[src/dm_sba_pkg.sv]
// shared types for the SBA block; only 32-bit word accesses, local SRAM of MEM_WORDS words
package dm_sba_pkg;

   // DMI and bus widths
   localparam int DMI_ADDR_W = 7;
   localparam int DATA_W = 32;

   // local SRAM geometry, byte addresses below MEM_BYTES are valid
   localparam int MEM_WORDS = 256;
   localparam int MEM_AW = 8;
   localparam int MEM_BYTES = MEM_WORDS * 4;

   // sbaccess code for 32-bit accesses, the only size served
   localparam logic [2:0] SBACCESS_32 = 3'd2;

   // lowest SBCS bit held in sbcs_t (sberror sits at 14:12)
   localparam int SBCS_LSB = 12;

   // DMI register map, anything else reads zero
   typedef enum logic [DMI_ADDR_W-1:0] {
      DMI_DMCONTROL  = 7'h10,
      DMI_SBCS       = 7'h38,
      DMI_SBADDRESS0 = 7'h39,
      DMI_SBDATA0    = 7'h3C
   } dmi_reg_e;

   typedef enum logic [1:0] {
      IDLE,
      ISSUE,
      CAPTURE
   } sba_state_e;

   typedef enum logic [2:0] {
      ERR_NONE    = 3'd0,
      ERR_BADADDR = 3'd2,
      ERR_ALIGN   = 3'd3,
      ERR_SIZE    = 3'd4
   } sb_err_e;

   // one DMI request, 40 bits
   typedef struct packed {
      logic [DMI_ADDR_W-1:0] addr;
      logic                  we;
      logic [DATA_W-1:0]     wdata;
   } dmi_req_t;

   // SBCS fields in register order from bit 22 down to bit 12
   typedef struct packed {
      logic       sbbusyerror;
      logic       sbbusy;
      logic       sbreadonaddr;
      logic [2:0] sbaccess;
      logic       sbautoincrement;
      logic       sbreadondata;
      sb_err_e    sberror;
   } sbcs_t;

   localparam sbcs_t SBCS_RST = '{
      sbbusyerror:     1'b0,
      sbbusy:          1'b0,
      sbreadonaddr:    1'b0,
      sbaccess:        SBACCESS_32,
      sbautoincrement: 1'b0,
      sbreadondata:    1'b0,
      sberror:         ERR_NONE
   };

   // SRAM port request, 41 bits
   typedef struct packed {
      logic [MEM_AW-1:0] idx;
      logic              we;
      logic [DATA_W-1:0] wdata;
   } mem_req_t;

   // access trigger from the register file to the sequencer
   typedef struct packed {
      logic start;
      logic write;
   } sba_cmd_t;

endpackage

[src/sba_fsm.sv]
// one bus access at a time; size and address faults are reported without touching memory
`timescale 1ns/1ns

module sba_fsm (
   input  logic                           clk_sys,
   input  logic                           reset_i,
   input  dm_sba_pkg::sba_cmd_t           sba_cmd_i,
   input  logic [2:0]                     sbaccess_i,
   input  dm_sba_pkg::sb_err_e            addr_err_i,
   input  logic [dm_sba_pkg::MEM_AW-1:0]  word_idx_i,
   input  logic [dm_sba_pkg::DATA_W-1:0]  wdata_i,
   output dm_sba_pkg::mem_req_t           mem_req_o,
   output logic                           busy_o,
   output logic                           access_done_o,
   output logic                           err_valid_o,
   output dm_sba_pkg::sb_err_e            err_code_o
);

   dm_sba_pkg::sba_state_e state_q;
   dm_sba_pkg::sba_state_e state_d;
   dm_sba_pkg::sb_err_e    start_err;
   logic                   write_q;
   logic                   accept;

   // size is checked first, then the counter's address verdict
   always_comb begin
      if (sbaccess_i != dm_sba_pkg::SBACCESS_32) begin
         start_err = dm_sba_pkg::ERR_SIZE;
      end else begin
         start_err = addr_err_i;
      end
   end

   assign accept = sba_cmd_i.start & (state_q == dm_sba_pkg::IDLE);

   // error is flagged in the trigger cycle so sberror blocks the next request
   assign err_valid_o = accept & (start_err != dm_sba_pkg::ERR_NONE);

   always_comb begin
      if (err_valid_o) begin
         err_code_o = start_err;
      end else begin
         err_code_o = dm_sba_pkg::ERR_NONE;
      end
   end

   always_comb begin
      state_d = state_q;
      case (state_q)
         dm_sba_pkg::IDLE: begin
            if (accept && start_err == dm_sba_pkg::ERR_NONE) begin
               state_d = dm_sba_pkg::ISSUE;
            end
         end
         dm_sba_pkg::ISSUE: begin
            state_d = dm_sba_pkg::CAPTURE;
         end
         dm_sba_pkg::CAPTURE: begin
            state_d = dm_sba_pkg::IDLE;
         end
         default: begin
            state_d = dm_sba_pkg::IDLE;
         end
      endcase
   end

   always_ff @(posedge clk_sys) begin
      if (reset_i) begin
         state_q <= dm_sba_pkg::IDLE;
         write_q <= 1'b0;
      end else begin
         state_q <= state_d;
         if (accept) begin
            write_q <= sba_cmd_i.write;
         end
      end
   end

   assign busy_o        = state_q != dm_sba_pkg::IDLE;
   assign access_done_o = state_q == dm_sba_pkg::CAPTURE;

   // address and data hold steady while busy, only the write strobe is timed
   assign mem_req_o.idx   = word_idx_i;
   assign mem_req_o.we    = (state_q == dm_sba_pkg::ISSUE) & write_q;
   assign mem_req_o.wdata = wdata_i;

   // the register file must hold triggers back while an access runs
   a_start_in_idle: assert property (@(posedge clk_sys) disable iff (reset_i)
      sba_cmd_i.start |-> state_q == dm_sba_pkg::IDLE);

endmodule

[config.mk]
export PLATFORM = sky130hd
export DESIGN_NAME = sba_fsm
export DESIGN_NICKNAME = d
export VERILOG_FILES = /design/src/dm_sba_pkg.sv /design/src/sba_fsm.sv
export SDC_FILE = /design/constraint.sdc
export NUM_CORES = 1
export LEC_CHECK = 0
export BUFFER_PORTS_ARGS = -buffer_cell sky130_fd_sc_hd__buf_2
export CAP_MARGIN = 40
export CELL_PAD_IN_SITES_DETAIL_PLACEMENT = 1
export CELL_PAD_IN_SITES_GLOBAL_PLACEMENT = 2
export CORE_MARGIN = 3
export CORE_UTILIZATION = 10
export CTS_CLUSTER_DIAMETER = 100
export DETAILED_ROUTE_END_ITERATION = 16
export GPL_TIMING_DRIVEN = 0
export PLACE_DENSITY_LB_ADDON = 0.1
export REMOVE_ABC_BUFFERS = 1
export SLEW_MARGIN = 10
export SYNTH_ARGS = -nofsm -noshare
export SYNTH_HDL_FRONTEND = slang
export SYNTH_SLANG_ARGS = --single-unit
[constraint.sdc]
create_clock -name clk_sys -period 1.2 [get_ports clk_sys]
set_clock_uncertainty 0.05 [all_clocks]
set_input_delay 0 -clock clk_sys [delete_from_list [all_inputs] [get_ports clk_sys]]
set_output_delay 0 -clock clk_sys [all_outputs]
set_load 0.02 [all_outputs]
* Yosys cells after proc, flatten, opt, wreduce, memory -nomap -nowiden
Index checks and enable logic that the tools add are counted.
** Storage, ports and cells
- Output and inout bits :: 47
- Bits in registers :: 3
- Input bits :: 50
** Operators by class
- Multiplexer cells :: 4
- Bitwise logic cells :: 3
- Equality and inequality tests :: 4
- Reductions and logical operators :: 5
** Operators by type and width (number)
- $mux W3 :: 2
- $pmux W2 S2 :: 1
- $and A1 B1 Y1 :: 3
- $logic_not A3 Y1 :: 1
- $ne A3 B2 Y1 const B :: 1
- $reduce_bool A3 Y1 :: 1
- $eq A2 B1 Y1 const B :: 1
- $eq A2 B2 Y1 const B :: 1
- $logic_not A2 Y1 :: 1
- $mux W2 :: 1
- $ne A2 B1 Y1 const B :: 1
- $reduce_bool A2 Y1 :: 1
- $logic_and A1 B1 Y1 :: 1

* Longest topological paths before layout
- Depth in word-level cells :: 6
- Depth in mapped cells :: 2
- Mapped depth without buffers :: 2

* Worst setup path before layout
No wires, ideal clock.
- Path kind :: flip-flop to output port
- From :: register state_q[0]
- To :: output err_valid_o
- Slack :: 0.090 ns
- Cell stages (with the launch flop) :: 3
- Arrival time :: 1.060 ns
- Path buffers :: 0
- Cell sequence :: dfxtp_1 or3b_1 a21oi_1
** Between the ends
- Longest elaborated chain between the ends :: 3
** Ends and longest elaborated chain
- from (decl) :: RTL line sba_fsm.sv:19 : dm_sba_pkg::sba_state_e state_q;
- from (signal assigned) :: RTL line sba_fsm.sv:69 : state_q <= dm_sba_pkg::IDLE;
- from (signal assigned) :: RTL line sba_fsm.sv:72 : state_q <= state_d;
- $logic_not A2 Y1 :: RTL line sba_fsm.sv:34 : assign accept = sba_cmd_i.start & (state_q == dm_sba_pkg::IDLE);
- $and A1 B1 Y1 :: RTL line sba_fsm.sv:34
- $and A1 B1 Y1 :: RTL line sba_fsm.sv:37 : assign err_valid_o = accept & (start_err != dm_sba_pkg::ERR_NONE);
- to (decl) :: RTL line sba_fsm.sv:15 : output logic err_valid_o,
No other way between the ends.

* Worst setup path in the final report
- From :: register state_q[1]
- To :: output err_valid_o
The elaborated chain is that of the path after synthesis.

==> flow_metrics.env <==
export IMPL_fin_crit_ps=1290
export IMPL_antenna_found_initial=0
export IMPL_fp_coreArea_mm2=0.00456
export IMPL_cts_made_buffers=3
export IMPL_overflow=0
export IMPL_path_clk_slew_ps=30
export IMPL_seq_area_frac_synth_pct=12.2
export IMPL_vias=474
export IMPL_hold_violations=0
export IMPL_cts_root_buf="clkbuf_8"
export IMPL_slowest_stage="or3b_4"
export IMPL_cp_data_required_time_ps=1150
export IMPL_fin_nets=135
export IMPL_drc_errors=0
export IMPL_drt_total_wl_um=3740
export IMPL_avgSynthCellArea_um2=8.24
export IMPL_synth_xor_area_share_pct=0
export IMPL_slew_headroom_pct=71.4
export IMPL_swShare_pct=34.6
export IMPL_hold_path_class="primary input to register"
export IMPL_finalCritPeriodShare_pct=108
export IMPL_arrival_ps=1240
export IMPL_rsz0062_at_grt="yes"
export IMPL_end_kind="primary output"
export IMPL_synth_compound_area_share_pct=1.01
export IMPL_switchingPower_mw=0.240
export IMPL_drtAntennaViolNets=0
export IMPL_r2r_start="state_q[0]"
export IMPL_pwr_share_clk_pct=41.9
export IMPL_die_h_um=76.3
export IMPL_worstMarginPinSlew_ps=428
export IMPL_cts_tree="built"
export IMPL_synthDistinctLibCells=15
export IMPL_p_per_area_mw_per_mm2=791
export IMPL_outcome="finished, violations left"
export IMPL_drive_above_1_share_pct=38.1
export IMPL_maxSlewViolCount=0
export IMPL_syn_instance_count=60
export IMPL_whs_path_depth=3
export IMPL_violations="negative setup slack"
export IMPL_path_class="register to primary output"
export IMPL_cp_max_fo=3
export IMPL_antenna_cells=0
export IMPL_synth_seq_cells=3
export IMPL_synthAdderAreaFrac_pct=0
export IMPL_htree_levels=1
export IMPL_firstDrtPassIters=3
export IMPL_rows=24
export IMPL_die_width_um=76.3
export IMPL_p_int_mw=0.455
export IMPL_r2r_setup_slack_ps=90
export IMPL_clk_latency_ps=210
export IMPL_ioPinCount=97
export IMPL_vias_per_cell=3.18
export IMPL_cpLargestDelayFamily="simple AND/OR/NAND/NOR gates"
export IMPL_die_area_mm2=0.00582
export IMPL_fmax_mhz=772
export IMPL_synth_mux_area_fraction_pct=2.03
export IMPL_grt_pass1_wl_um=5140
export IMPL_whs_endpoint="write_q"
export IMPL_place_gp_congestion=0.554
export IMPL_setup_violations=2
export IMPL_area_delta_synth_final_pct=78.0
export IMPL_clock_sinks=3
export IMPL_worst_path_buf_inv=1
export IMPL_reg2reg_to="write_q"
export IMPL_fillers=558
export IMPL_whs_ps=14.2
export IMPL_place_inst=101
export IMPL_synth_simple_gate_area_share_pct=24.1
export IMPL_grt_pass1_vias=525
export IMPL_stdcell_count=149
export IMPL_drv_cap=0
export IMPL_timing_final_ws_setup_ps=-94.7
export IMPL_drt_initial_drc_count=16
export IMPL_irDropWorstVdd_mv=0.225
export IMPL_crit_path_start_kind="register"
export IMPL_wl_per_cell_um=25.1
export IMPL_seqPwrFrac_pct=14.4
export IMPL_synth_top_family_by_area="buffers and inverters"
export IMPL_crit_chain="or3b_4, a21oi_2, buf_6"
export IMPL_r2r_cells=4
export IMPL_worstHoldStart="sba_cmd_i[0]"
export IMPL_io_buffers=16
export IMPL_clockBufferDepth=2
export IMPL_synth_area_um2=494
export IMPL_leakage_nw=0.379
export IMPL_yosysWarningCount=0
export IMPL_worst_path_largest_cell_delay_ps=410
export IMPL_grt_usage_pct=12.6
export IMPL_combPwrFrac_pct=43.7
export IMPL_start_util_pct=10.8
export IMPL_grt_max_degree=7
export IMPL_dp_hpwl_um=2240
[metal layers]
layer  track usage (%)  routed length [µm]  vias up  part of all wire (%)
li1                  -                   -      200                     -
met1              18.9                1850      226                    50
met2              15.6                1490       40                    40
met3              5.91                 332        8                   8.9
met4              3.26                  65        0                   1.7
met5                 0                   0        -                     0
[cells in the final DEF (no fill, tap or decap), drive strengths merged, types with 2 or more instances in the layout]
master and n:
and3 2, buf 19, clkbuf 4, dfxtp 3, dlygate4sd3 41, nand2b 2, nor2 2, nor3b 3
[through the flow]
| step | TNS [ps] | worst slack [ps] | instance area, µm² | total power, mW | util (%) |
|---|---|---|---|---|---|
| final | -166 | -94.7 | 880 | 0.695 | 19.3 |
| after global routing | -264 | -123 | 880 | 0.730 | 19.3 |
| after CTS | -182 | -92.9 | 855 | 0.695 | 18.7 |
| after detailed placement | 0 | 55.3 | 355 | 0.158 | 7.79 |
| after global placement | 0 | 60.7 | 355 | 0.158 | 7.79 |
| after floorplan | 0 | 89.5 | 194 | 0.128 | - |
[flip-flops by register name, indices dropped and copies added (netlist names)]
signal	flops
state_q	2
write_q	1
[how the worst max path moves through the flow]
stage               slack (ps)           to  cells after the start        from
finish                     -90  err_valid_o                      3  state_q[1]
detailed placement          60  err_valid_o                      3  state_q[0]
CTS                        -90  err_valid_o                      3  state_q[1]
global route              -120  err_valid_o                      3  state_q[1]
floorplan                   90  err_valid_o                      2  state_q[0]
global placement            60  err_valid_o                      3  state_q[0]
[cells in the mapped netlist, drive strengths merged]
cell type	n	area, µm²
and3b	1	10.0
nor3b	3	27.5
nand2b	2	12.5
and2b	1	8.76
nor4b	1	15.0
or2	1	6.26
nor2	2	7.51
and4b	1	10.0
dfxtp	3	60.1
a21oi	1	5.00
or3b	1	8.76
and3	2	12.5
buf	40	300
mux2i	1	10.0
[power groups by stage]
stage / clock network, mW / registers [mW] / logic [mW]
after floorplan: 0 / 0.105 / 0.0235
after global placement: 0 / 0.105 / 0.0525
after detailed placement: 0 / 0.105 / 0.0523
after CTS: 0.305 / 0.100 / 0.291
after global routing: 0.317 / 0.100 / 0.313
final: 0.291 / 0.0998 / 0.304
[worst min-delay path, delay by kind of cell]
family | cells | cell delay, ps
buf+inv | 1 | 100
simple gates | 1 | 60
mux | 1 | 70
[area by class of cell]
cell class	instances	area (µm²)	share of cell area (%)
well taps	65	81.3	9.25
clock buffers	4	45.0	5.12
repair buffers	60	537	61.0
multi-input cells	17	149	16.9
flip-flops and latches	3	67.6	7.68
[cell families after synthesis]
| family | count (synthesis) |
|---|---|
| AOI/OAI and AO/OA | 1 |
| buffers and inverters | 40 |
| DFF | 3 |
| muxes | 1 |
| and+or+nand+nor | 15 |
[repair_timing]
| item | CTS | global route |
|---|---|---|
| cloned | 0 | 0 |
| endpoints found under the setup margin | 4 | 5 |
| pin swaps | 1 | 0 |
| setup buffers | 2 | 1 |
| hold buffers | 41 | 0 |
| resized for setup | 10 | 6 |
| endpoints found under the hold margin | 41 | 0 |
No activity file was read; power rests on OpenSTA's default activity.
