<file path="config.mk">
export PLATFORM = sky130hd
export DESIGN_NAME = dmi_regfile
export DESIGN_NICKNAME = d
export VERILOG_FILES = /design/src/dm_sba_pkg.sv /design/src/dmi_regfile.sv
export SDC_FILE = /design/constraint.sdc
export NUM_CORES = 1
export LEC_CHECK = 0
export BUFFER_PORTS_ARGS = -buffer_cell sky130_fd_sc_hd__clkbuf_2
export CAP_MARGIN = 20
export CELL_PAD_IN_SITES_DETAIL_PLACEMENT = 1
export CELL_PAD_IN_SITES_GLOBAL_PLACEMENT = 1
export CORE_UTILIZATION = 35
export DETAILED_ROUTE_END_ITERATION = 10
export GPL_ROUTABILITY_DRIVEN = 0
export MAX_ROUTING_LAYER = met4
export PLACE_DENSITY_LB_ADDON = 0.05
export RECOVER_POWER = 50
export SLEW_MARGIN = 20
export SYNTH_ARGS = -nofsm -noshare
export SYNTH_HDL_FRONTEND = slang
export SYNTH_SLANG_ARGS = --single-unit
</file>
<file path="constraint.sdc">
create_clock -name clk_sys -period 5.5 [get_ports clk_sys]
set_clock_uncertainty 0.1 [all_clocks]
set_input_delay 0.275 -clock clk_sys [delete_from_list [all_inputs] [get_ports clk_sys]]
set_output_delay 0.275 -clock clk_sys [all_outputs]
set_load 0.01 [all_outputs]
</file>
<file path="src/dm_sba_pkg.sv">
// shared types for the SBA block; only 32-bit word accesses, local SRAM of MEM_WORDS words
package dm_sba_pkg;

   // DMI and bus widths
   localparam int DMI_ADDR_W = 7;
   localparam int DATA_W = 32;

   // local SRAM geometry, byte addresses below MEM_BYTES are valid
   localparam int MEM_WORDS = 256;
   localparam int MEM_AW = 8;
   localparam int MEM_BYTES = MEM_WORDS * 4;

   // sbaccess code for 32-bit accesses, the only size served
   localparam logic [2:0] SBACCESS_32 = 3'd2;

   // lowest SBCS bit held in sbcs_t (sberror sits at 14:12)
   localparam int SBCS_LSB = 12;

   // DMI register map, anything else reads zero
   typedef enum logic [DMI_ADDR_W-1:0] {
      DMI_DMCONTROL  = 7'h10,
      DMI_SBCS       = 7'h38,
      DMI_SBADDRESS0 = 7'h39,
      DMI_SBDATA0    = 7'h3C
   } dmi_reg_e;

   typedef enum logic [1:0] {
      IDLE,
      ISSUE,
      CAPTURE
   } sba_state_e;

   typedef enum logic [2:0] {
      ERR_NONE    = 3'd0,
      ERR_BADADDR = 3'd2,
      ERR_ALIGN   = 3'd3,
      ERR_SIZE    = 3'd4
   } sb_err_e;

   // one DMI request, 40 bits
   typedef struct packed {
      logic [DMI_ADDR_W-1:0] addr;
      logic                  we;
      logic [DATA_W-1:0]     wdata;
   } dmi_req_t;

   // SBCS fields in register order from bit 22 down to bit 12
   typedef struct packed {
      logic       sbbusyerror;
      logic       sbbusy;
      logic       sbreadonaddr;
      logic [2:0] sbaccess;
      logic       sbautoincrement;
      logic       sbreadondata;
      sb_err_e    sberror;
   } sbcs_t;

   localparam sbcs_t SBCS_RST = '{
      sbbusyerror:     1'b0,
      sbbusy:          1'b0,
      sbreadonaddr:    1'b0,
      sbaccess:        SBACCESS_32,
      sbautoincrement: 1'b0,
      sbreadondata:    1'b0,
      sberror:         ERR_NONE
   };

   // SRAM port request, 41 bits
   typedef struct packed {
      logic [MEM_AW-1:0] idx;
      logic              we;
      logic [DATA_W-1:0] wdata;
   } mem_req_t;

   // access trigger from the register file to the sequencer
   typedef struct packed {
      logic start;
      logic write;
   } sba_cmd_t;

endpackage

</file>
<file path="src/dmi_regfile.sv">
// DMI slave with fixed one-cycle response; master waits for rvalid before the next request
`timescale 1ns/1ns

module dmi_regfile (
   input  logic                           clk_sys,
   input  logic                           reset_i,
   input  logic                           dmi_req_i,
   input  dm_sba_pkg::dmi_req_t           dmi_req_data_i,
   output logic                           dmi_rvalid_o,
   output logic [dm_sba_pkg::DATA_W-1:0]  dmi_rdata_o,
   output dm_sba_pkg::sba_cmd_t           sba_cmd_o,
   output logic                           addr_load_o,
   output logic [dm_sba_pkg::DATA_W-1:0]  addr_wdata_o,
   output dm_sba_pkg::sbcs_t              sbcs_o,
   input  logic [dm_sba_pkg::DATA_W-1:0]  sbaddr_i,
   input  logic                           busy_i,
   input  logic                           access_done_i,
   input  logic [dm_sba_pkg::DATA_W-1:0]  rdata_i,
   input  logic                           err_valid_i,
   input  dm_sba_pkg::sb_err_e            err_code_i
);

   logic                          dmactive_q;
   dm_sba_pkg::sbcs_t             sbcs_q;
   dm_sba_pkg::sbcs_t             sbcs_wr;
   logic [dm_sba_pkg::DATA_W-1:0] sbdata_q;
   logic [dm_sba_pkg::DATA_W-1:0] rd_mux;
   logic [dm_sba_pkg::DATA_W-1:0] rdata_q;
   logic                          rvalid_q;
   dm_sba_pkg::sba_cmd_t          cmd_q;
   logic                          is_write;
   logic                          is_read;
   logic                          hit_dmctl;
   logic                          hit_sbcs;
   logic                          hit_addr;
   logic                          hit_data;
   logic                          busy_eff;
   logic                          want_trig;
   logic                          trig_go;
   logic                          busy_hit;

   assign is_write  = dmi_req_i & dmi_req_data_i.we;
   assign is_read   = dmi_req_i & ~dmi_req_data_i.we;
   assign hit_dmctl = dmi_req_data_i.addr == dm_sba_pkg::DMI_DMCONTROL;
   assign hit_sbcs  = dmi_req_data_i.addr == dm_sba_pkg::DMI_SBCS;
   assign hit_addr  = dmi_req_data_i.addr == dm_sba_pkg::DMI_SBADDRESS0;
   assign hit_data  = dmi_req_data_i.addr == dm_sba_pkg::DMI_SBDATA0;

   // a trigger sitting in cmd_q counts as busy before the sequencer shows it
   assign busy_eff = busy_i | cmd_q.start;

   // writable SBCS fields as they sit in the written word
   assign sbcs_wr = dmi_req_data_i.wdata[dm_sba_pkg::SBCS_LSB +: $bits(dm_sba_pkg::sbcs_t)];

   always_comb begin
      want_trig = (is_write & hit_data) |
                  (is_write & hit_addr & sbcs_q.sbreadonaddr) |
                  (is_read & hit_data & sbcs_q.sbreadondata);
      // gated by dmactive and a clean sberror
      want_trig = want_trig & dmactive_q & (sbcs_q.sberror == dm_sba_pkg::ERR_NONE);
      trig_go   = want_trig & ~busy_eff;
      busy_hit  = (want_trig | (is_write & hit_addr)) & busy_eff;
   end

   assign addr_load_o  = is_write & hit_addr & ~busy_eff;
   assign addr_wdata_o = dmi_req_data_i.wdata;

   always_comb begin
      sbcs_o = sbcs_q;
      sbcs_o.sbbusy = busy_i;
   end

   always_comb begin
      rd_mux = '0;
      case (dmi_req_data_i.addr)
         dm_sba_pkg::DMI_DMCONTROL:  rd_mux = {{(dm_sba_pkg::DATA_W-1){1'b0}}, dmactive_q};
         dm_sba_pkg::DMI_SBCS:       rd_mux = dm_sba_pkg::DATA_W'(sbcs_o) << dm_sba_pkg::SBCS_LSB;
         dm_sba_pkg::DMI_SBADDRESS0: rd_mux = sbaddr_i;
         dm_sba_pkg::DMI_SBDATA0:    rd_mux = sbdata_q;
         default:                    rd_mux = '0;
      endcase
   end

   always_ff @(posedge clk_sys) begin
      if (reset_i) begin
         dmactive_q <= 1'b0;
         sbcs_q     <= dm_sba_pkg::SBCS_RST;
         rvalid_q   <= 1'b0;
         cmd_q      <= '0;
      end else begin
         rvalid_q    <= dmi_req_i;
         cmd_q.start <= trig_go;
         // write flag stays put so the capture knows the access kind
         if (trig_go) begin
            cmd_q.write <= is_write & hit_data;
         end
         if (is_write & hit_dmctl) begin
            dmactive_q <= dmi_req_data_i.wdata[0];
         end
         if (is_write & hit_sbcs) begin
            sbcs_q.sbreadonaddr    <= sbcs_wr.sbreadonaddr;
            sbcs_q.sbaccess        <= sbcs_wr.sbaccess;
            sbcs_q.sbautoincrement <= sbcs_wr.sbautoincrement;
            sbcs_q.sbreadondata    <= sbcs_wr.sbreadondata;
            if (sbcs_wr.sbbusyerror) begin
               sbcs_q.sbbusyerror <= 1'b0;
            end
            // any 1 written into sberror clears the whole code
            if (|sbcs_wr.sberror) begin
               sbcs_q.sberror <= dm_sba_pkg::ERR_NONE;
            end
         end
         if (busy_hit) begin
            sbcs_q.sbbusyerror <= 1'b1;
         end
         if (err_valid_i) begin
            sbcs_q.sberror <= err_code_i;
         end
      end
   end

   always_ff @(posedge clk_sys) begin
      rdata_q <= is_read ? rd_mux : '0;
      if (access_done_i && !cmd_q.write) begin
         sbdata_q <= rdata_i;
      end else if (is_write && hit_data && !busy_eff) begin
         sbdata_q <= dmi_req_data_i.wdata;
      end
   end

   assign dmi_rvalid_o = rvalid_q;
   assign dmi_rdata_o  = rdata_q;
   assign sba_cmd_o    = cmd_q;

   // the master waits for each response before its next request
   a_rvalid_single: assert property (@(posedge clk_sys) disable iff (reset_i)
      dmi_rvalid_o |=> !dmi_rvalid_o);

endmodule

</file>
# Yosys cells after proc, flatten, opt, wreduce, memory -nomap -nowiden
# Cells that the tools add are included.
# W data, S select, Z words.
dict set report totals {
  elab_cells 59
  out_inout_bits 79
  ff_bits 78
  in_bits 113
}
dict set report classes {
  n_bitwise 20
  mux 9
  n_reduce_logical 14
  n_eq_ne 4
}
# cell n
set op_table {}
lappend op_table {{$pmux W32 S4} 1}
lappend op_table {{$mux W32} 2}
lappend op_table {{$eq A7 B6 Y1 const B} 3}
lappend op_table {{$and A1 B1 Y1} 14}
lappend op_table {{$reduce_bool A2 Y1} 5}
lappend op_table {{$mux W3} 3}
lappend op_table {{$eq A7 B5 Y1 const B} 1}
lappend op_table {{$or A1 B1 Y1} 4}
lappend op_table {{$reduce_and A2 Y1} 2}
lappend op_table {{$logic_and A1 B1 Y1} 3}
lappend op_table {{$logic_not A3 Y1} 1}
lappend op_table {{$mux W1} 3}
lappend op_table {{$reduce_or A3 Y1} 1}
lappend op_table {{$logic_not A1 Y1} 2}
lappend op_table {{$not A1 Y1} 2}

# Depth between registers and ports, before layout
dict set report depth {
  ltp_word 11
  mapped_depth 6
  ltp_nobuf 4
}

# Worst setup path after synthesis
# OpenSTA, ideal clock, no wires.
dict set report synth_path {
  path_kind {input -> register}
  start {input port dmi_req_data_i[39] (netlist name)}
  end {register sbdata_q[0] (netlist name), enable pin}
  arrival_ns 2.135
  t_required_ns 5.011
  path_slack_ns 2.875
  path_stages 6
  path_buffers 2
  setup_time_ns 0.389
  cell_sequence {or3b_1 > buf_2 > nor3_1 > buf_2 > nand2_1 > nand2_1}
}
dict set report synth_via {
  elab_chain_len 4
}
# element line_no
set synth_rtl {}
lappend synth_rtl {{from (decl)} dmi_regfile.sv:8} ;# input dm_sba_pkg::dmi_req_t dmi_req_data_i,
lappend synth_rtl {{$eq A7 B6 Y1} dmi_regfile.sv:47} ;# assign hit_data = dmi_req_data_i.addr == dm_sba_pkg::DMI_SBDATA0;
lappend synth_rtl {{$logic_and A1 B1 Y1 (2 in a row)} dmi_regfile.sv:126} ;# end else if (is_write && hit_data && !busy_eff) begin
lappend synth_rtl {{$reduce_bool A2 Y1 (no source line)} --}
lappend synth_rtl {{to (signal assigned)} dmi_regfile.sv:125} ;# sbdata_q <= rdata_i;
lappend synth_rtl {{to (signal assigned)} dmi_regfile.sv:127} ;# sbdata_q <= dmi_req_data_i.wdata;
lappend synth_rtl {{to (decl)} dmi_regfile.sv:26} ;# logic [dm_sba_pkg::DATA_W-1:0] sbdata_q;
# No other way between the ends.
# A chain may end at the register's enable or synchronous reset.

# Final worst setup path
dict set report layout_path {
  start {input port dmi_req_data_i[35] (netlist name)}
  end {register rdata_q (netlist bit dmi_rdata_o[23])}
}
dict set report layout_via {
  elab_chain_len 2
  elab_cells_between_ends 5
  classes_between {eq/ne: 4; mux: 1}
}
# element line_no
set layout_rtl {}
lappend layout_rtl {{$eq A7 B6 Y1 / $eq A7 B5 Y1 (equally long branches)} dmi_regfile.sv:75} ;# case (dmi_req_data_i.addr)
lappend layout_rtl {{$pmux W32 S4 *} dmi_regfile.sv:75}
lappend layout_rtl {{to (signal assigned)} dmi_regfile.sv:123} ;# rdata_q <= is_read ? rd_mux : '0;
lappend layout_rtl {{to (decl)} dmi_regfile.sv:28} ;# logic [dm_sba_pkg::DATA_W-1:0] rdata_q;
# Mark *: on every way between the ends. The rest lies on a longest branch, timed or not.

==> results_dict.tcl <==
set metrics [dict create \
    final_common_cell "clkbuf_2" \
    cts_num_sinks 78 \
    io_buffers 191 \
    grt_max_degree 34 \
    crit_type "in2reg" \
    vias 2910 \
    rsz0062_at_grt "no" \
    period_share_pct 59.7 \
    ant_nets 0 \
    post-place-ws_ns 2.89 \
    cts.reportedPaths.clkPinSlew_ns 0.08 \
    slew_viol_final 22 \
    min_path_type "in2reg" \
    wirelength_mm 9.41 \
    crit_arrival_ns 3.30 \
    synthSimpleGateAreaFrac_pct 11.9 \
    start_util_pct 36.8 \
    required_ns 5.52 \
    setup_tns_ns 0 \
    fin_area_um2 4360 \
    area_growth_pct 26.0 \
    post_cts_buffers 0 \
    clkLatencyLatePin_ns 0.34 \
    antenna_found_initial 0 \
    vdd.ir_drop.worst_mv 0.112 \
    ctsHoldBuffers 0 \
    synth_cell_types 36 \
    htreeDepth 3 \
    synth_mux_area_share_pct 15.6 \
    syn-instance-count 314 \
    grt_use_met1_pct 23.3 \
    antennaDiodeCount 0 \
    p_per_area_nw_per_um2 268 \
    hold_viol 0 \
    synth_xor_area_share_pct 0 \
    final_cell_mix "clkbuf_2 (111), clkbuf_1 (82), nor2_1 (52)" \
    p_leak_uw 0.00176 \
    syn_avg_cell_area_um2 11.0 \
    worstSetupStartpointType "primary input" \
    dieHeight_um 101 \
    dieArea_um2 10300 \
    cts_resized 0 \
    rows 35 \
    drive_above_1_share_pct 34.8 \
    syn_area_um2 3460 \
    post-route-min-period_ns 3.28 \
    multiInputGateArea_um2 1250 \
    grt_use_met3_pct 3.04 \
    dpl.cell_count 584 \
    status "complete, but fails checks" \
    yosysSeqAreaShare_pct 54.4 \
    syn-num-nets 427 \
    dr.pass1.iters 4 \
    detail_route.wl_per_cell_um 15.7 \
    cp-end-kind "flip-flop" \
    num_io_pins 192 \
    die_w_um 101 \
    nNetsFinal 579 \
    setup_viol 0 \
    coreArea_um2 9420 \
    synth_adder_area_share_pct 0 \
    cts-root-buf "clkbuf_8" \
    place_area_um2 4280 \
    grt.busiest_layer "met2" \
    cts_tree "built" \
    power.total_uw 1170 \
    overflow 0 \
    grt_use_met2_pct 32.4 \
    first_iter_violations 40 \
    gr-usage-all-layers_pct 19.3 \
    synth_warnings 0 \
    cts_buffers 9 \
    violations "capacitance limit, slew limit" \
    viasPerCell 4.85 \
    grt_pass1_vias 2898 \
    cap_viol_max_count 1 \
    synth_top_family_by_area "multiplexers" \
    fill_cells 1134 \
    ff_latch_area_um2 1880 \
    fin_cells 600 \
    cp_max_fo 21 \
    fin_ws_ns 2.22 \
    clk_path_buf_depth 2 \
    drcViolationCount 0 \
    dpl.hpwl_mm 6.98 \
    worstMarginPinSlew_ns 2.61 \
    grt_pass1_wl_mm 14.2 \
    ys_ff_latch 78 \
    max-slew-margin-rel_pct -76.1 \
    synth_compound_area_share_pct 8.28 \
    fmax_mhz 305 \
]
## worst max-delay path: stages
cell	delay [ns]
clkbuf_1	0.64
nor4_1	0.21
o21ai_0	2.00
nor2_1	0.16
## kinds of logic after synthesis
| logic type | after synthesis |
|---|---|
| DFF | 78 |
| and+or+nand+nor | 89 |
| buffers and inverters | 54 |
| muxes | 50 |
| AOI/OAI and AO/OA | 43 |
## final cells by class
type | instances | area share, %
sequential | 78 | 43.1
multi-input combinational | 182 | 28.8
timing repair buffer | 193 | 20.0
tap | 129 | 3.70
clock buffer | 12 | 3.58
clock inverter | 4 | 0.688
inverter | 2 | 0.172
## synth_stat cells (all sizes together)
library cell / number / share of area [%]
clkbuf: 11 / 1.2
a32oi: 1 / 0.25
nor2b: 2 / 0.36
o22a: 1 / 0.25
nand3b: 3 / 0.65
dfxtp: 46 / 27
or4: 1 / 0.22
edfxtp: 32 / 28
nand2: 12 / 1.3
mux2: 32 / 10
and3: 1 / 0.18
o21ai: 2 / 0.29
a22oi: 20 / 4.3
nor4: 2 / 0.36
or4b: 1 / 0.29
a32o: 1 / 0.29
buf: 41 / 8.4
a21oi: 12 / 1.7
inv: 2 / 0.22
nor3: 4 / 0.58
nand2b: 3 / 0.54
nor2: 53 / 6.0
a31oi: 1 / 0.18
or3b: 1 / 0.25
nor4b: 1 / 0.25
o22ai: 4 / 0.72
o211ai: 1 / 0.22
mux2i: 18 / 5.2
and2: 1 / 0.18
nor3b: 2 / 0.43
nand4: 2 / 0.36
## state kept, by name, indices dropped and copies added, names as in the netlist
name          cells
dmactive_q        1
dmi_rdata_o      32
dmi_rvalid_o      1
sba_cmd_o         2
sbcs_o           10
sbdata_q         32
## per-layer routing
| layer | share of wire [%] | up-vias |
|---|---|---|
| li1 | - | 1395 |
| met1 | 44 | 1383 |
| met3 | 5.4 | 13 |
| met4 | 1.2 | 0 |
| met2 | 49 | 119 |
| met5 | 0 | - |
## worst paths after layout
path	start	endpoint	cells past startpoint	slack, ns
max	dmi_req_data_i[35]	dmi_rdata_o[23]	4	2.22
min	dmi_req_data_i[18]	sbcs_o[6]	3	0.08
max reg2reg	sba_cmd_o[0]	sbdata_q[18]	2	3.09
min reg2reg	sbdata_q[21]	dmi_rdata_o[21]	2	0.39
## power by group
group | switching (uW) | internal (uW) | leakage, uW
registers | 8.07 | 630 | 0.000684
clock network | 213 | 193 | 0.0000917
logic | 64.7 | 61.8 | 0.000983
## through the flow
stage	hold slack (ns)	util, %
final	0.0783	46.3
after detailed placement	0.371	45.5
after global routing	0.0819	46.3
after floorplan	0.247	-
after global placement	0.360	45.5
after CTS	0.0663	47.4
Note: power is estimated with default switching activity, not from simulation.
