`src/dm_sba_pkg.sv`:
```
// shared types for the SBA block; only 32-bit word accesses, local SRAM of MEM_WORDS words
package dm_sba_pkg;

   // DMI and bus widths
   localparam int DMI_ADDR_W = 7;
   localparam int DATA_W = 32;

   // local SRAM geometry, byte addresses below MEM_BYTES are valid
   localparam int MEM_WORDS = 256;
   localparam int MEM_AW = 8;
   localparam int MEM_BYTES = MEM_WORDS * 4;

   // sbaccess code for 32-bit accesses, the only size served
   localparam logic [2:0] SBACCESS_32 = 3'd2;

   // lowest SBCS bit held in sbcs_t (sberror sits at 14:12)
   localparam int SBCS_LSB = 12;

   // DMI register map, anything else reads zero
   typedef enum logic [DMI_ADDR_W-1:0] {
      DMI_DMCONTROL  = 7'h10,
      DMI_SBCS       = 7'h38,
      DMI_SBADDRESS0 = 7'h39,
      DMI_SBDATA0    = 7'h3C
   } dmi_reg_e;

   typedef enum logic [1:0] {
      IDLE,
      ISSUE,
      CAPTURE
   } sba_state_e;

   typedef enum logic [2:0] {
      ERR_NONE    = 3'd0,
      ERR_BADADDR = 3'd2,
      ERR_ALIGN   = 3'd3,
      ERR_SIZE    = 3'd4
   } sb_err_e;

   // one DMI request, 40 bits
   typedef struct packed {
      logic [DMI_ADDR_W-1:0] addr;
      logic                  we;
      logic [DATA_W-1:0]     wdata;
   } dmi_req_t;

   // SBCS fields in register order from bit 22 down to bit 12
   typedef struct packed {
      logic       sbbusyerror;
      logic       sbbusy;
      logic       sbreadonaddr;
      logic [2:0] sbaccess;
      logic       sbautoincrement;
      logic       sbreadondata;
      sb_err_e    sberror;
   } sbcs_t;

   localparam sbcs_t SBCS_RST = '{
      sbbusyerror:     1'b0,
      sbbusy:          1'b0,
      sbreadonaddr:    1'b0,
      sbaccess:        SBACCESS_32,
      sbautoincrement: 1'b0,
      sbreadondata:    1'b0,
      sberror:         ERR_NONE
   };

   // SRAM port request, 41 bits
   typedef struct packed {
      logic [MEM_AW-1:0] idx;
      logic              we;
      logic [DATA_W-1:0] wdata;
   } mem_req_t;

   // access trigger from the register file to the sequencer
   typedef struct packed {
      logic start;
      logic write;
   } sba_cmd_t;

endpackage

```
`src/sba_addr_counter.sv`:
```
// SBAddress0 holder; only byte addresses below MEM_BYTES and word aligned are accepted
`timescale 1ns/1ns

module sba_addr_counter (
   input  logic                           clk_sys,
   input  logic                           reset_i,
   input  logic                           load_i,
   input  logic [dm_sba_pkg::DATA_W-1:0]  load_data_i,
   input  logic                           step_i,
   input  logic                           autoinc_i,
   output logic [dm_sba_pkg::DATA_W-1:0]  addr_o,
   output logic [dm_sba_pkg::MEM_AW-1:0]  word_idx_o,
   output dm_sba_pkg::sb_err_e            addr_err_o
);

   logic [dm_sba_pkg::DATA_W-1:0] addr_q;

   always_ff @(posedge clk_sys) begin
      if (reset_i) begin
         addr_q <= '0;
      end else if (load_i) begin
         addr_q <= load_data_i;
      end else if (step_i && autoinc_i) begin
         // one word per finished access
         addr_q <= addr_q + dm_sba_pkg::DATA_W'(4);
      end
   end

   // misalignment wins over range
   always_comb begin
      if (addr_q[1:0] != 2'b00) begin
         addr_err_o = dm_sba_pkg::ERR_ALIGN;
      end else if (addr_q >= dm_sba_pkg::DATA_W'(dm_sba_pkg::MEM_BYTES)) begin
         addr_err_o = dm_sba_pkg::ERR_BADADDR;
      end else begin
         addr_err_o = dm_sba_pkg::ERR_NONE;
      end
   end

   assign addr_o     = addr_q;
   assign word_idx_o = addr_q[dm_sba_pkg::MEM_AW+1:2];

   // address writes are refused while an access is in flight
   a_no_load_on_step: assert property (@(posedge clk_sys) disable iff (reset_i)
      !(load_i && step_i));

endmodule

```
`config.mk`:
```
export PLATFORM = sky130hd
export DESIGN_NAME = sba_addr_counter
export DESIGN_NICKNAME = d
export VERILOG_FILES = /design/src/dm_sba_pkg.sv /design/src/sba_addr_counter.sv
export SDC_FILE = /design/constraint.sdc
export NUM_CORES = 1
export LEC_CHECK = 0
export ABC_CLOCK_PERIOD_IN_PS = 2200
export BUFFER_PORTS_ARGS = -buffer_cell sky130_fd_sc_hd__buf_2
export CELL_PAD_IN_SITES_DETAIL_PLACEMENT = 0
export CELL_PAD_IN_SITES_GLOBAL_PLACEMENT = 1
export CORE_ASPECT_RATIO = 1.25
export CORE_MARGIN = 1.5
export CORE_UTILIZATION = 34
export DETAILED_ROUTE_END_ITERATION = 10
export GPL_TIMING_DRIVEN = 0
export PLACE_DENSITY = 0.88
export SLEW_MARGIN = 20
export SYNTH_ARGS = -nofsm -noshare
export SYNTH_HDL_FRONTEND = slang
export SYNTH_SLANG_ARGS = --single-unit
```
`constraint.sdc`:
```
create_clock -name clk_sys -period 2.2 [get_ports clk_sys]
set_input_delay 0.66 -clock clk_sys [delete_from_list [all_inputs] [get_ports clk_sys]]
set_output_delay 0.66 -clock clk_sys [all_outputs]
set_load 0.01 [all_outputs]
```
## Word-level counts from Yosys, hierarchy flattened

Index checks and enable logic that the tools add are counted.

| operators by class | value |
|---|---|
| add/subtract/negate cells | 1 |
| reduce and logical (&&, ||, !) cells | 3 |
| multiplexer cells | 4 |
| magnitude comparators | 1 |

Operator list:

| operator | count |
|---|---|
| $mux W32 | 2 |
| $add A32 B3 Y32 const B | 1 |
| $ge A32 B11 Y1 const B | 1 |
| $mux W2 | 2 |
| $reduce_bool A2 Y1 | 2 |
| $logic_and A1 B1 Y1 | 1 |

| word-level totals | value |
|---|---|
| register bits after elaboration | 32 |
| input bits | 37 |

## Logic depth before layout (Yosys ltp)

Gate-level depths: netlist (run 1).

| logic depth | value |
|---|---|
| depth after elaboration | 3 |
| gate-level depth with buffers | 6 |
| depth with buffers taken out | 5 |

## Worst setup path before layout (run 1)

OpenSTA, ideal clock, no wires.

| timing | value |
|---|---|
| path kind | input-to-reg |
| start | input port step_i |
| end | register addr_q (netlist bit addr_o[19]) |
| slack | 0.121 ns |
| arrival time | 1.988 ns |
| path buffers | 0 |
| cell stages on the path | 4 |
| library setup time | 0.091 ns |
| cell sequence | nand4_1 -> or3_2 -> or4_1 -> a311oi_1 |

| between the ends | value |
|---|---|
| longest elaborated chain between the ends | 2 |

Ends and longest elaborated chain:

| what | line | source |
|---|---|---|
| start: declaration | sba_addr_counter.sv:9 | `input logic step_i,` |
| $logic_and A1 B1 Y1 | sba_addr_counter.sv:23 | `end else if (step_i && autoinc_i) begin` |
| $reduce_bool A2 Y1 (no line) | n/a |  |
| end signal: assignment | sba_addr_counter.sv:22 | `addr_q <= load_data_i;` |
| end signal: assignment | sba_addr_counter.sv:25 | `addr_q <= addr_q + dm_sba_pkg::DATA_W'(4);` |
| end: declaration | sba_addr_counter.sv:16 | `logic [dm_sba_pkg::DATA_W-1:0] addr_q;` |

No other way between the ends.
A chain may end at the register's enable or synchronous reset.

## Final worst setup path (run 1)

| timing | value |
|---|---|
| start | register addr_q (netlist bit addr_o[12]) |
| end | output port addr_err_o[1] |

| between the ends | value |
|---|---|
| longest elaborated chain between the ends | 3 |

Ends and longest elaborated chain:

| what | line | source |
|---|---|---|
| $ge A32 B11 Y1 | sba_addr_counter.sv:33 | `end else if (addr_q >= dm_sba_pkg::DATA_W'(dm_sba_pkg::MEM_BYTES)) begin` |
| $mux W2 | sba_addr_counter.sv:33 |  |
| $mux W2 | sba_addr_counter.sv:31 | `if (addr_q[1:0] != 2'b00) begin` |
| end: declaration | sba_addr_counter.sv:13 | `output dm_sba_pkg::sb_err_e addr_err_o` |

No other way between the ends.

==> results of run 1 <==
worst max-delay path, delay by kind of cell (launching register included):
family	cells	cell delay (ps)
AND/OR/NAND/NOR	3	660
flip-flops	1	370
buffers and inverters	1	160
stage by stage:
step	total power, W	area, µm²	util	std cells	setup TNS (ps)
6_report	0.00155	2710	0.466	415	0
5_1_grt	0.00162	2710	0.466	415	-7.55
4_1_cts	0.00155	2640	0.453	412	0
3_5_place_dp	0.000978	2520	0.432	405	-1390
3_3_place_gp	0.000974	2520	0.432	405	-1280
2_1_floorplan	0.000844	2050	-	262	0
kinds of logic (layout without fill, tap and decap cells):
logic type                 after synthesis  count (layout)  synth area share
buffers and inverters                   30             117            0.0721
and+or+nand+nor                        133             133             0.363
AOI/OAI and AO/OA                       51              51             0.181
other                                    1               1           0.00183
DFF                                     32              32             0.313
adders and majority gates                2               2            0.0122
xor gates and xnor gates                11              11            0.0470
muxes                                    2               2           0.00977
timing repair:
action	in CTS	in global routing
gates cloned	0	0
pin swaps	0	1
endpoints found under the setup margin	5	12
gates resized for setup	2	14
setup buffers	0	3
layout make-up:
type,instances,area [µm²]
Buffer,21,114
Multi-Input combinational cell,200,1310
Sequential cell,32,651
Clock buffer,5,68.8
Inverter,8,30.0
Clock inverter,3,42.5
Fill cell,621,3110
Tap cell,66,82.6
Timing Repair Buffer,80,408
routing by layer:
| layer | wire (µm) | track usage | share of wire | up-vias |
|---|---|---|---|---|
| met5 | 0 | 0 | 0 | - |
| met4 | 120 | 0.0582 | 0.018 | 0 |
| met3 | 306 | 0.0348 | 0.046 | 12 |
| met2 | 3140 | 0.338 | 0.47 | 70 |
| met1 | 3040 | 0.277 | 0.46 | 1091 |
| li1 | - | - | - | 1164 |
cell usage in the layout, fill, tap and decap left out, types with 5 or more instances in the layout:
cell type and count:
sky130_fd_sc_hd__clkbuf_8 5, sky130_fd_sc_hd__nand2_1 21, sky130_fd_sc_hd__xnor2_1 7, sky130_fd_sc_hd__nand3_1 12
sky130_fd_sc_hd__inv_1 7, sky130_fd_sc_hd__and4_1 7, sky130_fd_sc_hd__buf_4 12, sky130_fd_sc_hd__or3_1 5
sky130_fd_sc_hd__dfxtp_2 8, sky130_fd_sc_hd__nand4_1 12, sky130_fd_sc_hd__nor3_1 11, sky130_fd_sc_hd__o21ai_0 10
sky130_fd_sc_hd__clkbuf_1 9, sky130_fd_sc_hd__nor4_1 9, sky130_fd_sc_hd__a311oi_1 10, sky130_fd_sc_hd__nor2_1 25
sky130_fd_sc_hd__a211oi_1 10, sky130_fd_sc_hd__dfxtp_1 24, sky130_fd_sc_hd__buf_2 78
power breakdown:
group          total, W  switching (W)  internal (W)
combinational  0.000278       0.000144      0.000134
clock          0.000574       0.000239      0.000335
sequential     0.000700      0.0000771      0.000623
total           0.00155       0.000460       0.00109
worst paths after layout:
check	start	end	slack, ps	depth (start not counted)
hold reg to reg	addr_o[1]	addr_o[1]	520	2
setup / recovery	addr_o[12]	addr_err_o[1]	70	4
setup reg to reg	addr_o[10]	addr_o[24]	100	4
hold / removal	addr_o[1]	addr_o[1]	520	2
==> impl_results.rst, run 1 <==
.. list-table::
   :header-rows: 1

   * - Metric
     - Value
   * - Overall Global Routing Usage
     - 0.206
   * - Yosys warning total
     - 0
   * - Endpoints failing setup
     - 0
   * - Largest incremental delay on the critical path
     - 370 ps
   * - Count of flip-flops with a built-in enable after synthesis
     - 0
   * - Starting Density
     - 0.352
   * - Layout cells sized above 1
     - 0.341
   * - Core outline area
     - 0.00582 mm²
   * - Horiz. Die Dim
     - 72.4 µm
   * - Net count of the mapped netlist
     - 301
   * - Crit path kind
     - flip-flop to primary output
   * - Max-slew violation count
     - 0
   * - Number of different library cells in the post-synthesis netlist
     - 46
   * - GRT Residual Overflow
     - 0
   * - Clock Skews
     - 5.94 ps
   * - Count of routing violations after the opening detailed-route iteration
     - 142
   * - Launching element type of the critical path
     - flip-flop
   * - Type of destination of the critical path
     - primary output
   * - Share of the synthesized area in the top cell type
     - 0.313
   * - ANT cells
     - 0
   * - Row count
     - 31
   * - Clock buffers created by TritonCTS
     - 5
   * - Number of vias after detailed routing
     - 2337
   * - Die ar.
     - 0.00650 mm²
   * - Hpwl dp
     - 4.92 mm
   * - Sequential share of the synthesized area
     - 0.313
   * - Netlist Area Pre-Place
     - 0.00205 mm²
   * - Clock root cell
     - sky130_fd_sc_hd__clkbuf_8
   * - Ports placed on the boundary
     - 80
   * - Class of the most critical hold timing path
     - flip-flop to flip-flop
   * - Global-route wire length before repair
     - 10.8 mm
   * - Number of global-route vias before repair
     - 2165
   * - Relative max-transition margin
     - 0.623
   * - Post-synthesis sequential element count
     - 32
   * - GP Congestion
     - 0.875
   * - DRT Wirelength
     - 6.60 mm
   * - Max reg flops
     - 32
   * - Detail-routed net length per standard cell
     - 15.9 µm
   * - Largest net degree at the start of global routing
     - 12
   * - Antenna violations before repair
     - 0
   * - Max-capacitance violation count
     - 0
   * - Clock-pin transition on the worst setup and hold timing paths
     - 70 ps
   * - Leakage power
     - 1.07 nW
   * - Worst path setup slack after routing
     - 74.5 ps
   * - Data arrival time at the worst-slack endpoint
     - 1470 ps
   * - TritonCTS clock tree
     - yes
   * - Number of buffers inserted by port buffering
     - 77
   * - Slowest stage cell, crit path
     - sky130_fd_sc_hd__dfxtp_1
   * - Post-route clock period utilization
     - 0.966
   * - Sink Count
     - 32
   * - CTS Buffer Depth
     - 2
   * - Leading post-synthesis cells by instance count
     - sky130_fd_sc_hd__dfxtp_1 (32), sky130_fd_sc_hd__nor2_1 (25), sky130_fd_sc_hd__nand2_1 (21)
   * - Number of design rule violations left after detail routing
     - 0
   * - Worst-case hold slack
     - 520 ps
   * - Biggest area consumer among synthesized cells
     - sky130_fd_sc_hd__dfxtp_1
   * - Average size of a mapped cell
     - 7.82 µm²
   * - Run status
     - finished, final reports clean
   * - Cells after Synth
     - 262
   * - Chain of cells forming the critical path
     - nor4_1, and4_1, nand3_1, buf_2
   * - Total of hold buffers inserted after clock tree synthesis
     - 0
   * - Maximum clock frequency
     - 0.470 GHz
   * - Largest fanout on the critical path
     - 8
   * - Detailed-routing iteration count for the pre-antenna-repair pass
     - 4
   * - Leading register cell type out of synthesis
     - sky130_fd_sc_hd__dfxtp_1
   * - Period minus WS final
     - 2130 ps
   * - Power Dens Cells
     - 573 mW/mm²
   * - Peak supply drop
     - 0.000375 V
   * - H-tree lvl count
     - 2
   * - Most numerous cell in the Yosys netlist
     - sky130_fd_sc_hd__dfxtp_1
   * - Dominant cells by area after synthesis
     - sky130_fd_sc_hd__dfxtp_1 (31%), sky130_fd_sc_hd__nor2_1 (4.6%), sky130_fd_sc_hd__a311oi_1 (4.3%)
   * - Net total in the final layout
     - 387
   * - Share of synthesized registers carrying an async set or reset
     - 0
   * - Number of routed nets with antenna violations
     - 0
   * - Number of hold violations in the final report
     - 0
   * - Die boundary height
     - 89.8 µm
   * - Tightest Pin Transition
     - 566 ps
   * - Area growth from synthesis to layout
     - 32.3%
   * - Post-placement setup slack
     - -234 ps
   * - Latest clock arrival within the worst-skew pair
     - 290 ps
   * - Drt via density
     - 5.63
   * - CP Data Required Time
     - 1540 ps
Power figures use the tool's default switching activity.
==> inputs of run 2 (changes only) <==
--- a/config.mk
+++ b/config.mk
@@ -11,10 +11,10 @@
 export CELL_PAD_IN_SITES_GLOBAL_PLACEMENT = 1
 export CORE_ASPECT_RATIO = 1.25
 export CORE_MARGIN = 1.5
-export CORE_UTILIZATION = 34
+export CORE_UTILIZATION = 30
 export DETAILED_ROUTE_END_ITERATION = 10
 export GPL_TIMING_DRIVEN = 0
-export PLACE_DENSITY = 0.88
+export PLACE_DENSITY = 0.8
 export SLEW_MARGIN = 20
 export SYNTH_ARGS = -nofsm -noshare
 export SYNTH_HDL_FRONTEND = slang
==> run 2 against run 1 <==
  * Critical endpoint unchanged
  * First-iteration DRC count is 7.0% higher
  * Combinational power barely moved
  * Sequential share of layout area shrank 0.10 points
  * Critical path type unchanged
==> impl_results.rst, run 2 (synthesized netlist as in run 1, its figures left out) <==
.. list-table::
   :header-rows: 1

   * - Metric
     - Value
   * - Net Sw Power
     - 0.000462 W
   * - Post-route clock period utilization
     - 0.976
   * - GP Congestion
     - 0.880
   * - Class of the most critical hold timing path
     - flip-flop to flip-flop
   * - Relative max-transition margin
     - 0.653
   * - Start point of the critical path
     - addr_o[28]
   * - Cell Count, Final, Fillers Out
     - 435
   * - Wire length on met1
     - 2.89 mm
   * - Peak supply drop
     - 0.000277 V
   * - Unrepaired setup endpoints after global routing
     - false
   * - Starting Density
     - 0.312
   * - Setup slack of the most critical reg-to-reg path
     - 100 ps
   * - Core outline area
     - 0.00657 mm²
   * - Layout cells sized above 1
     - 0.362
   * - Net total in the final layout
     - 386
   * - ANT cells
     - 0
   * - Number of vias after detailed routing
     - 2345
   * - Data arrival time at the worst-slack endpoint
     - 1490 ps
   * - DRT Wirelength
     - 6.78 mm
   * - Worst path setup slack after routing
     - 52.7 ps
   * - CP Data Required Time
     - 1540 ps
   * - Global-route wire length before repair
     - 10.9 mm
   * - Area growth from synthesis to layout
     - 34.1%
   * - Leading cell types in the layout, fill and taps excluded
     - sky130_fd_sc_hd__buf_2 (77), sky130_fd_sc_hd__nor2_1 (25), sky130_fd_sc_hd__nand2_1 (21)
   * - Period minus WS final
     - 2150 ps
   * - Endpoints failing setup
     - 0
   * - Launching element type of the critical path
     - flip-flop
   * - Number of global-route vias before repair
     - 2189
   * - GRT Residual Overflow
     - 0
   * - Clock Skews
     - 4.75 ps
   * - Worst reg2reg endpoint
     - addr_o[19]
   * - Clock buffers created by TritonCTS
     - 5
   * - Count of routing violations after the opening detailed-route iteration
     - 152
   * - Die boundary height
     - 95.4 µm
   * - TritonCTS clock tree
     - yes
   * - Sink Count
     - 32
   * - Leakage power
     - 1.07 nW
   * - H-tree lvl count
     - 2
   * - Reg2Reg Depth
     - 5
   * - Horiz. Die Dim
     - 76.9 µm
   * - Latest clock arrival within the worst-skew pair
     - 290 ps
   * - Power Dens Cells
     - 567 mW/mm²
   * - Cell total after placement
     - 426
   * - Most common cell after layout, fill and taps aside
     - sky130_fd_sc_hd__buf_2
   * - Largest net degree at the start of global routing
     - 12
   * - Switching power share of the total
     - 0.297
   * - Row count
     - 33
   * - Max reg flops
     - 32
   * - Maximum clock frequency
     - 0.466 GHz
   * - Clock-pin transition on the worst setup and hold timing paths
     - 70 ps
   * - Number of buffers inserted by port buffering
     - 77
   * - Clock share of power
     - 0.369
   * - Part of the power in registers
     - 0.453
   * - Number of design rule violations left after detail routing
     - 0
   * - Met2 wire length
     - 3.26 mm
   * - Hpwl dp
     - 4.98 mm
   * - Detail-routed net length per standard cell
     - 15.6 µm
   * - Crit path kind
     - flip-flop to primary output
   * - Overall Global Routing Usage
     - 0.188
   * - Drt via density
     - 5.39
   * - Tightest Pin Transition
     - 520 ps
   * - Die ar.
     - 0.00734 mm²
   * - CTS Buffer Depth
     - 2
   * - Worst reg2reg path startpoint
     - addr_o[6]
   * - Antenna violations before repair
     - 0
   * - Gate power share
     - 0.178
   * - Ports placed on the boundary
     - 80
   * - Max-capacitance violation count
     - 0
   * - Post-placement setup slack
     - -302 ps
   * - Routed met3 length
     - 526 µm
   * - Detailed-routing iteration count for the pre-antenna-repair pass
     - 4
   * - Largest fanout on the critical path
     - 7
   * - Internal cell power
     - 0.00110 W
   * - Type of destination of the critical path
     - primary output
   * - Number of hold violations in the final report
     - 0
   * - Fraction of the core area covered by cells at the end of the flow
     - 0.418
   * - Run status
     - finished, final reports clean
   * - Max-slew violation count
     - 0
   * - Number of routed nets with antenna violations
     - 0
   * - Clock root cell
     - sky130_fd_sc_hd__clkbuf_8
   * - Highest metal layer used by the detailed router
     - met4
   * - Critical path destination
     - addr_err_o[1]
## run 2: worst max-delay path: stages, from the launching register on
cell                      delay (ps)
sky130_fd_sc_hd__dfxtp_2         380
sky130_fd_sc_hd__nor4_4          330
sky130_fd_sc_hd__and4_1          240
sky130_fd_sc_hd__nand3_1          90
sky130_fd_sc_hd__buf_2           160
## run 2: cell type report
type / instances / area [µm²]
timing repair buffer: 79 / 400
sequential: 32 / 657
clock inverter: 3 / 42.5
fill: 700 / 3820
clock buffer: 5 / 68.8
buffer: 21 / 116
inverter: 8 / 30.0
multi-input combinational: 200 / 1320
tap: 87 / 109
## run 2: per-stage QoR
step | hold slack [ps] | instance area, µm² | TNS [ps] | total power, W
after global routing | 557 | 2750 | 0 | 0.00163
after detailed placement | 506 | 2540 | -1540 | 0.000979
after CTS | 522 | 2690 | 0 | 0.00156
final | 512 | 2750 | 0 | 0.00156
after floorplan | 539 | 2050 | 0 | 0.000844
after global placement | 492 | 2540 | -1230 | 0.000977
## run 2: how the worst min path moves through the flow
stage	from	endpoint	cells after the start	slack (ps)
detailed placement	addr_o[1]	addr_o[1]	2	510
finish	addr_o[1]	addr_o[1]	2	510
global route	addr_o[1]	addr_o[1]	2	560
global placement	addr_o[1]	addr_o[1]	2	490
floorplan	addr_o[0]	addr_o[0]	2	540
CTS	addr_o[1]	addr_o[1]	2	520
## run 2: per-layer routing
layer	up-vias	track usage
li1	1164	-
met1	1079	0.231
met2	94	0.322
met3	8	0.0402
met4	0	0.0710
met5	-	0
## run 2: power by group through the flow
| stage | logic (W) | clock network, W | registers (W) |
|---|---|---|---|
| 4_1_cts | 0.000275 | 0.000587 | 0.000696 |
| 3_5_place_dp | 0.000274 | 0 | 0.000705 |
| 3_3_place_gp | 0.000272 | 0 | 0.000704 |
| 5_1_grt | 0.000310 | 0.000601 | 0.000714 |
| 2_1_floorplan | 0.000139 | 0 | 0.000705 |
| 6_report | 0.000278 | 0.000575 | 0.000705 |
## run 2: repair_timing
action                                  4_1_cts  5_1_grt
pin swaps                                     1        1
gates cloned                                  0        0
resized for setup                             5       19
hold buffers                                  0        0
buffers inserted                              2        0
endpoints found under the setup margin        6        7
